**src/bramDwcPkg.sv**
```systemverilog
/*
 * Shared widths and types for the 32-bit host to 96-bit BRAM subsystem.
 * The BRAM word must hold exactly laneCount host words.
 */

package bramDwcPkg;

  // Host side
  localparam int addrBits    = 16;
  localparam int mstDataBits = 32;
  localparam int mstBytes    = mstDataBits / 8;

  // Memory side
  localparam int slvDataBits = 96;
  localparam int slvBytes    = slvDataBits / 8;
  localparam int slvDepth    = 256;
  localparam int slvAddrBits = $clog2(slvDepth);

  // Host words packed into one BRAM word
  localparam int laneCount = slvDataBits / mstDataBits;
  localparam int laneBits  = $clog2(laneCount + 1);

  // Register map, selected by addr[0] when regSel is high
  localparam int regBaseAddr = 0;
  localparam int regCtrlAddr = 1;

  // Host byte address
  typedef logic [addrBits-1:0] addrT;

  // Host data word
  typedef logic [mstDataBits-1:0] mstWordT;

  // Host byte enables
  typedef logic [mstBytes-1:0] byteEnT;

  // BRAM byte enables, lane 0 in the low bytes
  typedef logic [slvBytes-1:0] slvByteEnT;

  // Wide memory word
  // The memory stores it flat, the converter works per lane
  typedef union packed {
    logic [slvDataBits-1:0]      flat;
    mstWordT [laneCount-1:0]     lane;
  } wideWordU;

endpackage

```
**src/windowRegs.sv**
```systemverilog
/*
 * Base and control registers for address relocation and write protect.
 * Writes are whole-word; unused register bits read back as zero.
 */

`timescale 1ns/1ns

module windowRegs
  import bramDwcPkg::*;
(
  input  logic        FromMaster_PS,
  input  logic        rstN,
  input  logic        regWrEn,
  input  logic        regAddrSel,
  input  mstWordT     regWrData,
  output mstWordT     regRdData,
  output logic [13:0] base,
  output logic        protect
);

  // Register select decode
  logic selBase;
  logic selCtrl;

  assign selBase = (regAddrSel == 1'(regBaseAddr));
  assign selCtrl = (regAddrSel == 1'(regCtrlAddr));

  // Word offset added to every memory access
  always_ff @(posedge FromMaster_PS or negedge rstN) begin
    if (!rstN) begin
      base <= '0;
    end else if (regWrEn && selBase) begin
      base <= regWrData[13:0];
    end
  end

  // Control register, bit 0 blocks memory writes
  always_ff @(posedge FromMaster_PS or negedge rstN) begin
    if (!rstN) begin
      protect <= 1'b0;
    end else if (regWrEn && selCtrl) begin
      protect <= regWrData[0];
    end
  end

  // Readback, zero-extended to the host word
  always_comb begin
    regRdData = '0;
    if (selCtrl) begin
      regRdData[0] = protect;
    end else begin
      regRdData[13:0] = base;
    end
  end

endmodule
```
**config.mk**
```make
export PLATFORM = sky130hd
export DESIGN_NAME = windowRegs
export DESIGN_NICKNAME = d
export VERILOG_FILES = /design/src/bramDwcPkg.sv /design/src/windowRegs.sv
export SDC_FILE = /design/constraint.sdc
export NUM_CORES = 1
export LEC_CHECK = 0
export ABC_AREA = 1
export BUFFER_PORTS_ARGS = -buffer_cell sky130_fd_sc_hd__clkbuf_2
export CORE_MARGIN = 2
export CORE_UTILIZATION = 39
export DETAILED_ROUTE_END_ITERATION = 6
export HOLD_SLACK_MARGIN = 0.12
export PLACE_DENSITY = 0.82
export RECOVER_POWER = 100
export SLEW_MARGIN = 20
export SYNTH_ARGS = -nofsm -noshare
export SYNTH_HDL_FRONTEND = slang
export SYNTH_SLANG_ARGS = --single-unit
```
**constraint.sdc**
```tcl
create_clock -name FromMaster_PS -period 1.2 [get_ports FromMaster_PS]
set_input_delay 0.06 -clock FromMaster_PS [delete_from_list [all_inputs] [get_ports FromMaster_PS]]
set_output_delay 0.06 -clock FromMaster_PS [all_outputs]
set_load 0.05 [all_outputs]
```
==> impl_metrics.env <==
export IMPL_gp_congestion=0.656
export IMPL_critical_path_required_ns=1.14
export IMPL_final_max_slew_violation_count=0
export IMPL_antennaDiodeCount=0
export IMPL_post_synth_num_cell_types=13
export IMPL_arrival_time_reported_for_the_critical_path_endpoint_ns=1.08
export IMPL_i_o_pin_count=83
export IMPL_cts_buffers=3
export IMPL_grt_antenna_before_repair=0
export IMPL_max_clock_freq_mhz=876
export IMPL_cells_taking_the_most_area_after_synthesis="sky130_fd_sc_hd__dfrtp_1 41%, sky130_fd_sc_hd__buf_4 16%, sky130_fd_sc_hd__nand2_1 13%"
export IMPL_run_status="completed"
export IMPL_skew_ns=0
export IMPL_final_hold_violating_endpoints=0
export IMPL_post_route_drc_count=0
export IMPL_synth_top_cell_area_share=0.412
export IMPL_layout_drive_gt1_share=0.390
export IMPL_timing_critical_path_from_type="flip-flop"
export IMPL_largest_fanout_on_the_critical_path=3
export IMPL_cts_root_buffer="sky130_fd_sc_hd__clkbuf_4"
export IMPL_fin_hold_ws_ns=0.188
export IMPL_drt_initial_drc_count=6
export IMPL_starting_density=0.412
export IMPL_grt_first_pass_wirelength_um=3450
export IMPL_area_inside_the_core_boundary_um2=2210
export IMPL_fill_cells=205
export IMPL_vias_post_dr=869
export IMPL_fin_nets=214
export IMPL_leading_cell_type_in_the_layout_fill_and_taps_excluded="sky130_fd_sc_hd__clkbuf_2"
export IMPL_total_die_area_um2=2740
export IMPL_portBuffers=46
export IMPL_synth_warning_count=0
export IMPL_cellPowerDensity_nw_per_um2=1340
export IMPL_period_share=0.951
export IMPL_sequential_to_total_area_share_from_yosys_stat=0.412
export IMPL_htreeDepth=1
export IMPL_avgSynthCellArea_um2=7.79
export IMPL_crit_path_end_kind="primary output"
export IMPL_wire_per_inst_um=10.5
export IMPL_hpwl_um=1630
export IMPL_post_route_min_period_ns=1.14
export IMPL_final_setup_viol_count=0
export IMPL_clock_tree_from_tritoncts="built"
export IMPL_setup_tns_final_ns=0
export IMPL_core_rowCount=17
export IMPL_cellLeakagePower_nw=0.765
export IMPL_tightestPinTransition_ns=0.794
export IMPL_die_y_um=52.3
export IMPL_flow_area_growth_from_synthesis_pct=47.3
export IMPL_cts_post_setup_buffers_inserted=0
export IMPL_number_of_global_route_vias_before_repair=780
export IMPL_groute_usage_overall=0.169
export IMPL_mappedNetlistArea_um2=911
export IMPL_grt_setup_unrepaired="no"
export IMPL_yosys_register_bits=15
export IMPL_clk_path_buf_depth=2
export IMPL_criticalPathCategory="reg -> out"
export IMPL_most_used_cells_in_the_layout_excluding_fill_and_tap_cells="36 x sky130_fd_sc_hd__clkbuf_2, 31 x sky130_fd_sc_hd__nand2_1, 18 x sky130_fd_sc_hd__conb_1"
export IMPL_grt_max_degree=18
export IMPL_slew_limit_headroom=0.471
export IMPL_detail_route_wirelength_um=2160
export IMPL_ant_nets_after_route=0
export IMPL_floorplan_die_width_um=52.3
export IMPL_cap_viol_max_count=0
export IMPL_clk_latency_ns=0.28
export IMPL_clock_sinks=15
export IMPL_global_route_overflow_total=0
export IMPL_vdd_drop_max_mv=0.742
export IMPL_postSynthCellCount=117
export IMPL_cts_reportedPaths_clkPinSlew_ns=0.09
export IMPL_min_delay_path_class="in -> reg"
export IMPL_drt_pass1_iterations=4
export IMPL_post_synth_top_area_cell="sky130_fd_sc_hd__dfrtp_1"
export IMPL_routed_via_density=4.24
[per-layer routing]
metal / wire (um) / track usage / share of wire / up-vias
li1: - / - / - / 433
met1: 898 / 0.210 / 0.42 / 393
met2: 1120 / 0.298 / 0.52 / 43
met3: 147 / 0.0257 / 0.068 / 0
met4: 0 / 0.0513 / 0 / 0
met5: 0 / 0 / 0 / -
[critical path, cell delays in order, from the launching register on]
cell and delay (ns):
sky130_fd_sc_hd__dfrtp_1 0.38, sky130_fd_sc_hd__inv_1 0.08, sky130_fd_sc_hd__nor2_4 0.07, sky130_fd_sc_hd__clkbuf_2 0.27
[sequential cells by signal, summed over array words and instances (netlist names)]
name     flops
base        14
protect      1
[logic make-up after synthesis]
family	share of synthesized area
buf+inv	0.277
flops	0.412
other cells	0.00412
simple gates	0.306
[metrics by stage]
step | cells | power [mW] | setup WS (ns) | util | area (um2)
3_3_place_gp | 186 | 1.47 | 0.258 | 0.524 | 1160
3_5_place_dp | 186 | 1.49 | 0.219 | 0.524 | 1160
2_1_floorplan | 134 | 1.37 | 0.0655 | - | 1070
5_1_grt | 205 | 1.89 | 0.00426 | 0.606 | 1340
4_1_cts | 205 | 1.81 | 0.00981 | 0.605 | 1340
6_report | 205 | 1.80 | 0.0589 | 0.606 | 1340
[final cells by class]
| cell class | instances | area, um2 | share of cell area |
|---|---|---|---|
| clock inverter | 1 | 5.00 | 0.00373 |
| inverter | 14 | 60.1 | 0.0448 |
| clock buffer | 3 | 22.5 | 0.0168 |
| sequential | 15 | 375 | 0.280 |
| timing repair buffer | 63 | 399 | 0.298 |
| multi-input combinational | 81 | 444 | 0.331 |
| tap | 28 | 35.0 | 0.0261 |
[final timing paths]
path | endpoint | depth (start not counted) | slack, ns | startpoint
worst max-delay path | regRdData[9] | 3 | 0.06 | base[9]$_DFFE_PN0P_
max in group asynchronous | base[7]$_DFFE_PN0P_ | 2 | 0.33 | rstN
worst min register to register | base[4]$_DFFE_PN0P_ | 2 | 0.51 | base[4]$_DFFE_PN0P_
worst max register to register | base[7]$_DFFE_PN0P_ | 2 | 0.55 | base[7]$_DFFE_PN0P_
min in group asynchronous | base[2]$_DFFE_PN0P_ | 2 | 0.38 | rstN
worst min-delay path | protect$_DFFE_PN0P_ | 3 | 0.19 | regAddrSel
[synthesized netlist by cell type]
library cell,n
sky130_fd_sc_hd__buf_2,1
sky130_fd_sc_hd__buf_4,20
sky130_fd_sc_hd__buf_6,2
sky130_fd_sc_hd__buf_8,1
sky130_fd_sc_hd__conb_1,1
sky130_fd_sc_hd__dfrtp_1,15
sky130_fd_sc_hd__inv_1,13
sky130_fd_sc_hd__inv_8,1
sky130_fd_sc_hd__nand2_1,31
sky130_fd_sc_hd__nand2_2,3
sky130_fd_sc_hd__nand2_8,1
sky130_fd_sc_hd__nand3_1,15
sky130_fd_sc_hd__nor2_1,13
[timing repair]
action | CTS | global route
gates resized for setup | 0 | 11
hold endpoints to repair | 30 | 0
hold buffers | 15 | 0
endpoints found under the setup margin | 0 | 9
[where the power goes]
group | total (mW) | switching (mW) | internal (mW)
registers | 0.621 | 0.0528 | 0.568
logic | 0.890 | 0.697 | 0.193
clock network | 0.287 | 0.163 | 0.124
total | 1.80 | 0.913 | 0.885
(Power assumes the default switching activity.)
