$ cat config.mk
export PLATFORM = sky130hd
export DESIGN_NAME = bramDwc
export DESIGN_NICKNAME = d
export VERILOG_FILES = /design/src/bramDwcPkg.sv /design/src/bramDwc.sv
export SDC_FILE = /design/constraint.sdc
export NUM_CORES = 1
export LEC_CHECK = 0
export BUFFER_PORTS_ARGS = -buffer_cell sky130_fd_sc_hd__buf_4
export CAP_MARGIN = 40
export CORE_UTILIZATION = 27
export DETAILED_ROUTE_END_ITERATION = 10
export GPL_TIMING_DRIVEN = 0
export SLEW_MARGIN = 0
export SYNTH_ARGS = -nofsm -noshare
export SYNTH_HDL_FRONTEND = slang
export SYNTH_SLANG_ARGS = --single-unit
$ cat constraint.sdc
create_clock -name FromMaster_PS -period 10.5 [get_ports FromMaster_PS]
set_clock_uncertainty 0.2 [all_clocks]
set_input_delay 1.05 -clock FromMaster_PS [delete_from_list [all_inputs] [get_ports FromMaster_PS]]
set_output_delay 1.05 -clock FromMaster_PS [all_outputs]
set_load 0.05 [all_outputs]
$ cat src/bramDwcPkg.sv
/*
 * Shared widths and types for the 32-bit host to 96-bit BRAM subsystem.
 * The BRAM word must hold exactly laneCount host words.
 */

package bramDwcPkg;

  // Host side
  localparam int addrBits    = 16;
  localparam int mstDataBits = 32;
  localparam int mstBytes    = mstDataBits / 8;

  // Memory side
  localparam int slvDataBits = 96;
  localparam int slvBytes    = slvDataBits / 8;
  localparam int slvDepth    = 256;
  localparam int slvAddrBits = $clog2(slvDepth);

  // Host words packed into one BRAM word
  localparam int laneCount = slvDataBits / mstDataBits;
  localparam int laneBits  = $clog2(laneCount + 1);

  // Register map, selected by addr[0] when regSel is high
  localparam int regBaseAddr = 0;
  localparam int regCtrlAddr = 1;

  // Host byte address
  typedef logic [addrBits-1:0] addrT;

  // Host data word
  typedef logic [mstDataBits-1:0] mstWordT;

  // Host byte enables
  typedef logic [mstBytes-1:0] byteEnT;

  // BRAM byte enables, lane 0 in the low bytes
  typedef logic [slvBytes-1:0] slvByteEnT;

  // Wide memory word
  // The memory stores it flat, the converter works per lane
  typedef union packed {
    logic [slvDataBits-1:0]      flat;
    mstWordT [laneCount-1:0]     lane;
  } wideWordU;

endpackage

$ cat src/bramDwc.sv
/*
 * Maps each 32-bit host word onto one lane of a 96-bit BRAM word.
 * BRAM word indices above the memory depth alias modulo the depth.
 */

`timescale 1ns/1ns

module bramDwc
  import bramDwcPkg::*;
(
  input  logic                   FromMaster_PS,
  input  logic                   rstN,
  input  logic                   bramEn,
  input  byteEnT                 bramWe,
  input  addrT                   bramAddr,
  input  mstWordT                bramWrData,
  output mstWordT                bramRdData,
  output logic                   memEn,
  output slvByteEnT              memWe,
  output logic [slvAddrBits-1:0] memAddr,
  output wideWordU               memWrData,
  input  wideWordU               memRdData
);

  // Address captured with the enable, keeps the read lane stable
  addrT addrQ;

  // Host word indices, live and registered
  logic [addrBits-3:0] mstWord;
  logic [addrBits-3:0] mstWordQ;

  // Lane of the current write and of the pending read
  logic [laneBits-1:0] wrLane;
  logic [laneBits-1:0] rdLane;

  always_ff @(posedge FromMaster_PS or negedge rstN) begin
    if (!rstN) begin
      addrQ <= '0;
    end else if (bramEn) begin
      addrQ <= bramAddr;
    end
  end

  assign mstWord  = bramAddr[addrBits-1:2];
  assign mstWordQ = addrQ[addrBits-1:2];

  // Three host words per BRAM word
  assign memAddr = slvAddrBits'(mstWord / laneCount);
  assign wrLane  = laneBits'(mstWord % laneCount);
  assign rdLane  = laneBits'(mstWordQ % laneCount);

  assign memEn = bramEn;

  // Same data on every lane, byte enables pick the lane
  always_comb begin
    for (int l = 0; l < laneCount; l++) begin
      memWrData.lane[l] = bramWrData;
    end
  end

  // Byte enables placed only in the addressed lane
  always_comb begin
    memWe = '0;
    for (int l = 0; l < laneCount; l++) begin
      if (wrLane == laneBits'(l)) begin
        memWe[l*mstBytes +: mstBytes] = bramWe;
      end
    end
  end

  // Read lane follows the address of the cycle that produced the data
  assign bramRdData = memRdData.lane[rdLane];

endmodule

==> out/results.txt <==
Die H -> 152 um
Fin. Hold Viols -> 0
WL per Instance -> 16.0 um
Initial antenna violation count -> 0
Seq/Total Area, Yosys -> 5.80%
Yosys cell types -> 94
Routed WL -> 22100 um
Largest stage delay, worst path -> 0.51 ns
PD cells -> 192 nW/um^2
CTS HTree Levels -> 1
CTS buffer count -> 3
Final Slew Violations -> 0
Maximum VDD drop -> 0.000119 V
Final worst-path cycle share -> 95.7%
Clock Latency Late Sink -> 0.25 ns
Final instance area -> 8460 um^2
Share of post-route cells with drive strength above 1 -> 42.4%
Net count after synthesis -> 998
Vias after detailed routing -> 7511
Placed cell areas -> 8340 um^2
R2R Setup Slk -> 8.72 ns
Postcts setup bufs -> 0
Crit Path Category -> input port to output pin
Arrival @ worst endpoint -> 8.80 ns
Initial core utilization -> 27.6%
HP Class -> flop to flop
Flip-flop cell with the highest count after synthesis -> dfrtp_1
Final GP Congestion -> 0.891
Largest net degree at the start of global routing -> 15
Clk buf depth -> 2
Core region area -> 21900 um^2
Io pins -> 300
Max_cap viols -> 0
Gr ovfl total -> 0
Synthesis-to-finish area growth -> 40.2%
EDFF count, synth -> 0
Crit-path max FO -> 10
Async SR Flop Fraction -> 100%
First-pass GRT wire length -> 33400 um
DR pass1 iterations -> 5
Peak Freq -> 99.5 MHz
Status -> finished, final reports clean
Nets@finish -> 1264
Cells on Worst Hold Path -> 2
Clock slew at reported path FFs -> 0.04 ns
CP endpoint kind -> output pin
Element type at the critical path start -> input port
IO buf count -> 260
DRT iter0 DRCs -> 444
Slew HR -> 38.6%
Regs by FF count -> addrQ: 14 flops
TritonCTS clock tree -> built
Hold Slack -> 0.434 ns
Antenna Cells -> 0
Min-Delay Startpoint -> addrQ[13]$_DFFE_PN0P_
Max reg flops -> 14
Critical-path top delay cell -> or4_1
Worst r2r path cells -> 4
Largest reg by FF count -> addrQ
Root buf cell -> clkbuf_16
Row cnt -> 54
Layout Utilization -> 38.7%
Worst Hold Path EP -> addrQ[13]$_DFFE_PN0P_
Via-per-instance ratio -> 5.42
Total GRT Usage -> 17.7%
Seq cells post-synth -> 14
Warnings, synthesis -> 0
Final count of negative-setup-slack endpoints -> 0
Syn_area_per_cell -> 7.18 um^2
Vias in the first global route -> 6638
HPWL after DPL -> 17900 um
Least-Margin Pin Slew -> 0.898 ns
Worst reg2reg path endpoint -> addrQ[9]$_DFFE_PN0P_
Num Clock Sinks -> 14
Worst r2r src -> addrQ[9]$_DFFE_PN0P_
ANT nets after route -> 0
DIE WIDTH -> 152 um
Total chip power -> 1.63 mW
Synth Instances -> 841
Mapped cell area -> 6040 um^2
CP Data Required Time -> 9.25 ns
Clock period minus worst slack -> 10.05 ns
Leak pwr -> 3.82 nW
Remaining DRCs -> 0
Die area -> 23000 um^2
==> kinds of logic (layout without fill, tap and decap cells) <==
logic type                 Yosys count  in the layout  synth area share, %
buffers and inverters              200            463                 19.6
and+or+nand+nor                    261            262                 22.6
adders and majority gates            7              7                 1.41
xor gates and xnor gates            21             21                 3.05
AOI/OAI and AO/OA                  282            282                 37.1
DFF                                 14             14                 5.80
muxes                               56             56                 10.4
==> Yosys cell counts, types with 7 or more instances <==
master    count  share of area (%)
buf_4        99                 12
inv_1        28                1.7
a22o_1       35                5.1
nor2b_1       8               0.83
nor3_1       19                1.6
a31oi_1      16                1.7
xnor2_1      17                2.5
o31ai_1       8                1.0
clkbuf_1     45                2.8
nor2_1       61                3.8
nand3b_1      9                1.1
a221o_1      35                5.8
a21oi_1      31                2.6
nand3_1      24                2.0
mux2i_1      13                2.2
buf_2        20                1.7
dfrtp_1      14                5.8
o21ai_0      37                3.1
a211oi_1     10                1.2
mux2_2       42                7.8
and2_1        7               0.73
o211ai_1     11                1.4
nand4_1       7               0.73
and3_1        7               0.73
nand2_1      70                4.4
==> per-stage QoR <==
step	TNS, ns	cells	setup slack [ns]
after floorplan	-1.04	841	-0.130
after global placement	0	1381	0.189
after detailed placement	0	1381	0.180
after CTS	0	1384	0.165
after global routing	-0.0486	1385	-0.0303
final	0	1385	0.450
==> worst max-delay path by stage <==
stage / slack, ns / start / depth (start not counted) / end
after floorplan: -0.13 / bramAddr[14] / 32 / memWe[0]
after global placement: 0.19 / bramAddr[14] / 34 / memWe[2]
after detailed placement: 0.18 / bramAddr[14] / 34 / memWe[1]
after CTS: 0.16 / bramAddr[14] / 34 / memWe[1]
after global routing: -0.03 / bramAddr[14] / 34 / memWe[10]
final: 0.45 / bramAddr[14] / 34 / memWe[10]
==> layout make-up <==
cell class | count | area, um^2
tap | 280 | 350
multi-input combinational | 628 | 4550
inverter | 29 | 109
timing repair buffer | 260 | 1950
fill | 2355 | 13400
sequential | 14 | 350
clock buffer | 3 | 75.1
buffer | 171 | 1080
==> power by group <==
part           leakage, nW  internal [mW]  switching [mW]
registers            0.166         0.0593         0.00380
logic                 3.62          0.526           0.963
clock network       0.0370         0.0499          0.0234
total                 3.82          0.635           0.990
==> timing repair <==
| action | 4_1_cts | 5_1_grt |
|---|---|---|
| setup endpoints to repair | 0 | 25 |
| hold buffers | 0 | 0 |
| gates resized for setup | 0 | 10 |
==> metal layers <==
metal  vias to the layer above  track usage [%]  routed length [um]
li1                       3659                -                   -
met1                      3559             25.5                9920
met2                       270             28.6               10800
met3                        23            0.778                1100
met4                         0             4.85                 355
met5                         -                0                   0
==> critical path: cells and delay by family <==
family / cells / cell delay [ns]
compound gates: 14 / 3.46
simple gates: 6 / 1.49
buf+inv: 9 / 1.37
fa+ha+maj: 3 / 0.69
mux: 1 / 0.46
xor+xnor: 1 / 0.25
==> placed cells by master, fill, tap and decap left out, types with 7 or more instances in the layout <==
cell and instances:
a211oi_1 10, a21oi_1 31, a221o_1 35, a22o_1 35, a31oi_1 15, and2_1 7, and3_1 7, buf_2 20
buf_4 359, clkbuf_1 44, dfrtp_1 14, inv_1 28, mux2_2 42, mux2i_1 13, nand2_1 70, nand3_1 24
nand3b_1 9, nand4_1 7, nor2_1 61, nor2b_1 8, nor3_1 17, o211ai_1 11, o21ai_0 37, o31ai_1 7
xnor2_1 17
(Power assumes the default switching activity.)
