`src/bramDwcPkg.sv`:
```
/*
 * Shared widths and types for the 32-bit host to 96-bit BRAM subsystem.
 * The BRAM word must hold exactly laneCount host words.
 */

package bramDwcPkg;

  // Host side
  localparam int addrBits    = 16;
  localparam int mstDataBits = 32;
  localparam int mstBytes    = mstDataBits / 8;

  // Memory side
  localparam int slvDataBits = 96;
  localparam int slvBytes    = slvDataBits / 8;
  localparam int slvDepth    = 256;
  localparam int slvAddrBits = $clog2(slvDepth);

  // Host words packed into one BRAM word
  localparam int laneCount = slvDataBits / mstDataBits;
  localparam int laneBits  = $clog2(laneCount + 1);

  // Register map, selected by addr[0] when regSel is high
  localparam int regBaseAddr = 0;
  localparam int regCtrlAddr = 1;

  // Host byte address
  typedef logic [addrBits-1:0] addrT;

  // Host data word
  typedef logic [mstDataBits-1:0] mstWordT;

  // Host byte enables
  typedef logic [mstBytes-1:0] byteEnT;

  // BRAM byte enables, lane 0 in the low bytes
  typedef logic [slvBytes-1:0] slvByteEnT;

  // Wide memory word
  // The memory stores it flat, the converter works per lane
  typedef union packed {
    logic [slvDataBits-1:0]      flat;
    mstWordT [laneCount-1:0]     lane;
  } wideWordU;

endpackage

```
`src/hostPortCtrl.sv`:
```
/*
 * Four-phase req/ack sequencer; host fields must stay stable while req is high.
 * Memory accesses ack three edges after req is sampled, register accesses two.
 */

`timescale 1ns/1ns

module hostPortCtrl
  import bramDwcPkg::*;
(
  input  logic        FromMaster_PS,
  input  logic        rstN,
  input  logic        req,
  input  logic        we,
  input  logic        regSel,
  input  addrT        addr,
  input  mstWordT     wrData,
  input  byteEnT      byteEn,
  output logic        ack,
  output mstWordT     rdData,
  input  logic [13:0] base,
  input  logic        protect,
  output logic        regWrEn,
  output logic        regAddrSel,
  output mstWordT     regWrData,
  input  mstWordT     regRdData,
  output logic        bramEn,
  output byteEnT      bramWe,
  output addrT        bramAddr,
  output mstWordT     bramWrData,
  input  mstWordT     bramRdData
);

  enum logic [2:0] {sIdle, sAccess, sWait, sAck, sRelease} state, stateNext;

  // Relocated host word index, wraps at 2^14 words
  logic [13:0] relocWord;

  assign relocWord = addr[addrBits-1:2] + base;

  always_ff @(posedge FromMaster_PS or negedge rstN) begin
    if (!rstN) begin
      state <= sIdle;
    end else begin
      state <= stateNext;
    end
  end

  // Register accesses skip the memory read wait
  always_comb begin
    stateNext = state;
    unique case (state)
      sIdle:    if (req) stateNext = sAccess;
      sAccess:  stateNext = regSel ? sAck : sWait;
      sWait:    stateNext = sAck;
      sAck:     stateNext = sRelease;
      sRelease: if (!req) stateNext = sIdle;
      default:  stateNext = sIdle;
    endcase
  end

  // One BRAM cycle per memory request
  assign bramEn     = (state == sAccess) && !regSel;
  // Protected writes still run the cycle but enable no bytes
  assign bramWe     = (bramEn && we && !protect) ? byteEn : '0;
  assign bramAddr   = {relocWord, 2'b00};
  assign bramWrData = wrData;

  // Register strobe, whole-word
  assign regWrEn    = (state == sAccess) && regSel && we;
  assign regAddrSel = addr[0];
  assign regWrData  = wrData;

  // Read data captured on the same edge that raises ack
  always_ff @(posedge FromMaster_PS or negedge rstN) begin
    if (!rstN) begin
      ack    <= 1'b0;
      rdData <= '0;
    end else if (state == sAck) begin
      ack <= 1'b1;
      if (!we) begin
        rdData <= regSel ? regRdData : bramRdData;
      end
    end else if ((state == sRelease) && !req) begin
      ack <= 1'b0;
    end
  end

  // Ack only answers a pending request
  ackNeedsReq: assert property (@(posedge FromMaster_PS) disable iff (!rstN)
    $rose(ack) |-> $past(req));

endmodule

```
`config.mk`:
```
export PLATFORM = sky130hd
export DESIGN_NAME = hostPortCtrl
export DESIGN_NICKNAME = d
export VERILOG_FILES = /design/src/bramDwcPkg.sv /design/src/hostPortCtrl.sv
export SDC_FILE = /design/constraint.sdc
export NUM_CORES = 1
export LEC_CHECK = 0
export ABC_AREA = 0
export BUFFER_PORTS_ARGS = -buffer_cell sky130_fd_sc_hd__buf_4
export CORE_AREA = 5 5 96 98
export DETAILED_ROUTE_END_ITERATION = 10
export DIE_AREA = 0 0 101 103
export GPL_TIMING_DRIVEN = 0
export PLACE_DENSITY = 0.75
export SYNTH_ARGS = -nofsm -noshare
export SYNTH_HDL_FRONTEND = slang
export SYNTH_SLANG_ARGS = --single-unit
```
`constraint.sdc`:
```
create_clock -name FromMaster_PS -period 2 [get_ports FromMaster_PS]
set_input_delay 0.1 -clock FromMaster_PS [delete_from_list [all_inputs] [get_ports FromMaster_PS]]
set_output_delay 0.1 -clock FromMaster_PS [all_outputs]
set_load 0.005 [all_outputs]
```
==> flow_summary.yaml <==
floorplan:
  core.rowCount: 34
  die_x_um: 101
  coreArea_sq_mm: 0.008381
  ios: 256
  start_util: 0.3394
  die_area_sq_mm: 0.01040
  die_y_um: 103
critical_path:
  path_max_fanout: 2
  cpMaxStageDelayCell: "fa_1"
  endpoint_kind: "output pin"
  cp-start-kind: "primary input"
  cpMostUsedCell: "buf_4"
  max_stage_delay_ps: 390
  critPathKind: "in -> out"
  crit_family: "compound AO/OA/AOI/OAI gates"
  crit_chain: "buf_4 -> ha_1 -> inv_1 -> fa_1 -> nand2b_1 -> a21oi_1 -> o21ai_0 -> o21ai_1 -> xor2_1 -> buf_4"
  cp_data_arrival_time_ps: 1840
  critPathBufInv: 3
  cp.required_ps: 1900
timing:
  hold_violations: 0
  final_max_slew_viol_count: 0
  finalSetupViolCount: 0
  post-route-period-util: 0.9722
  worst_hold_slack_ps: 96.42
  fin_skew_ps: 7.359
  rsz0062_at_grt: "false"
  timing.final.ws_setup_ps: 55.59
  fin_setup_tns_ps: 0
  fmax_mhz: 514.3
  period_needed_ps: 1944
yosys:
  seq_area_frac_synth: 0.3168
  syn_inst: 324
  synth.distinct_cells: 40
  syn_avg_cell_area_sq_um: 8.778
  syn_area_sq_mm: 0.002844
  yosys_warnings: 0
  ys_ff_latch: 36
cts:
  clock_tree.root_cell: "clkbuf_8"
  cts.clk_slew.worst_paths_ps: 70
  clock_latency_ps: 280
  cts_buffers: 5
  clkSinkCount: 36
  clockBufferDepth: 2
  cts_tree: "yes"
  htreeDepth: 2
placement:
  dpl.cell_count: 651
  pre_cts_ws_ps: 24.86
  io_buffers: 218
  hpwlAfterDp_um: 7963
  gp_congestion: 0.7508
grt:
  antenna_found_initial: 0
  grt_pass1_wl_um: 13770
  grt_max_degree: 37
  overflow: 0
  grt_pass1_vias: 2921
  track_usage: 0.1638
drt:
  routed_wirelength_um: 9224
  routed_via_density: 4.511
  drt_pass1_iterations: 4
  vias: 2973
  drt_iter0_markers: 58
  drc: 0
  wl_per_cell_um: 14.00
  antenna_left: 0
power_and_ir_drop:
  powerDensity_mw_per_mm2: 801.4
  leakage_nw: 2.536
  irDropWorstVdd_mv: 0.6161
job:
  maxCapViolCount: 0
hold_path:
  worstHoldPathType: "in -> reg"
cells_and_area:
  syn_to_final_growth_pct: 65.64
  nets: 701
  mostFrequentLayoutCells: "285 x buf_4, 49 x a21oi_1, 37 x nor2_1, 36 x dfrtp_1, 32 x mux2i_1"
  final_common_cell: "buf_4"
  drive_above_1_share: 0.5590
  diodes: 0
  layout.cells.non_filler: 659
run_status:
  status: "finished clean"
-- final timing paths --
path | from | end | slack [ps] | cells after the start
max in group asynchronous | rstN | rdData[17]$_DFFE_PN0P_ | 1340 | 2
max | addr[2] | bramAddr[14] | 60 | 10
min | req | state[2]$_DFFE_PN0P_ | 100 | 3
max reg2reg | state[1]$_DFFE_PN0P_ | rdData[17]$_DFFE_PN0P_ | 380 | 6
min reg2reg | state[2]$_DFFE_PN0P_ | state[1]$_DFFE_PN0P_ | 510 | 1
min in group asynchronous | rstN | rdData[26]$_DFFE_PN0P_ | 330 | 2
-- metal layers --
layer / up-vias / wire length [um] / global-route usage
met5: - / 0 / 0
met2: 167 / 4597 / 0.2886
met3: 7 / 1319 / 0.07442
met4: 0 / 107 / 0.04192
met1: 1321 / 3199 / 0.1798
li1: 1478 / - / -
-- final cells by class --
| type | count | area, sq um |
|---|---|---|
| plain buffers | 81 | 575.6 |
| well taps | 108 | 135.1 |
| repair buffers | 219 | 1647 |
| clock buffers | 5 | 68.82 |
| multi-input cells | 201 | 1345 |
| inverters | 7 | 26.28 |
| fillers | 754 | 3670 |
| clock inverters | 2 | 12.51 |
| flip-flops and latches | 36 | 900.9 |
-- registers in the layout, summed over array words and instances (netlist names) --
name,cells
ack,1
state,3
rdData,32
-- Yosys cell counts (all sizes together) --
library cell / number / area share
o211ai: 1 / 0.0026
nor2b: 1 / 0.0022
nand2: 8 / 0.011
nand4: 1 / 0.0022
or3b: 1 / 0.0031
dfrtp: 36 / 0.32
xor2: 5 / 0.015
nand3: 2 / 0.0035
a21oi: 50 / 0.089
clkbuf: 4 / 0.0057
and2b: 1 / 0.0031
fa: 1 / 0.0070
ha: 13 / 0.057
and3: 1 / 0.0022
a211oi: 1 / 0.0026
o21ai: 7 / 0.012
a2111oi: 2 / 0.0062
mux2i: 32 / 0.11
a41oi: 1 / 0.0031
nand2b: 7 / 0.015
conb: 1 / 0.0013
buf: 77 / 0.20
a41o: 1 / 0.0035
inv: 7 / 0.0092
o31ai: 1 / 0.0026
a21o: 5 / 0.014
xnor2: 8 / 0.025
nor2: 38 / 0.051
and2: 6 / 0.014
nor3b: 1 / 0.0026
nor3: 3 / 0.0053
nand3b: 1 / 0.0026
-- worst register-to-register path, stage by stage, from the launching register on --
cell	delay [ps]
dfrtp_1	320
clkbuf_1	250
nand3b_1	160
nor2_2	330
buf_2	300
nor2_1	70
a21oi_1	120
-- power breakdown --
part | internal [W] | total (W) | switching [W]
Sequential | 0.00109 | 0.00129 | 0.000203
Combinational | 0.00114 | 0.00199 | 0.000852
Clock | 0.000236 | 0.000489 | 0.000254
Total | 0.00247 | 0.00378 | 0.00131
-- stage by stage --
step           utilization  total power [W]  area [sq um]
3_5_place_dp        0.5512         0.003318          4619
3_3_place_gp        0.5512         0.003264          4619
4_1_cts             0.5621         0.003817          4711
5_1_grt             0.5621         0.004101          4711
6_report            0.5621         0.003775          4711
2_1_floorplan            -         0.002193          2848
-- cells by family (layout without fill, tap and decap cells) --
| kind of cell | after synthesis | count (layout) | share of synthesized area |
|---|---|---|---|
| buffers and inverters | 88 | 314 | 0.2116 |
| AND/OR/NAND/NOR | 71 | 71 | 0.1175 |
| AO/OA/AOI/OAI | 69 | 69 | 0.1360 |
| flip-flops | 36 | 36 | 0.3168 |
| multiplexers | 32 | 32 | 0.1126 |
| adder cells (fa/ha/maj) | 14 | 14 | 0.06423 |
| XOR/XNOR | 13 | 13 | 0.04004 |
| other | 1 | 2 | 0.001319 |
-- timing repair --
action,4_1_cts,5_1_grt
hold endpoints to repair,36,0
hold buffers,1,0
setup endpoints to repair,0,1
buffers inserted,0,0
gates resized for setup,0,1
No activity file was read; power rests on OpenSTA's default activity.
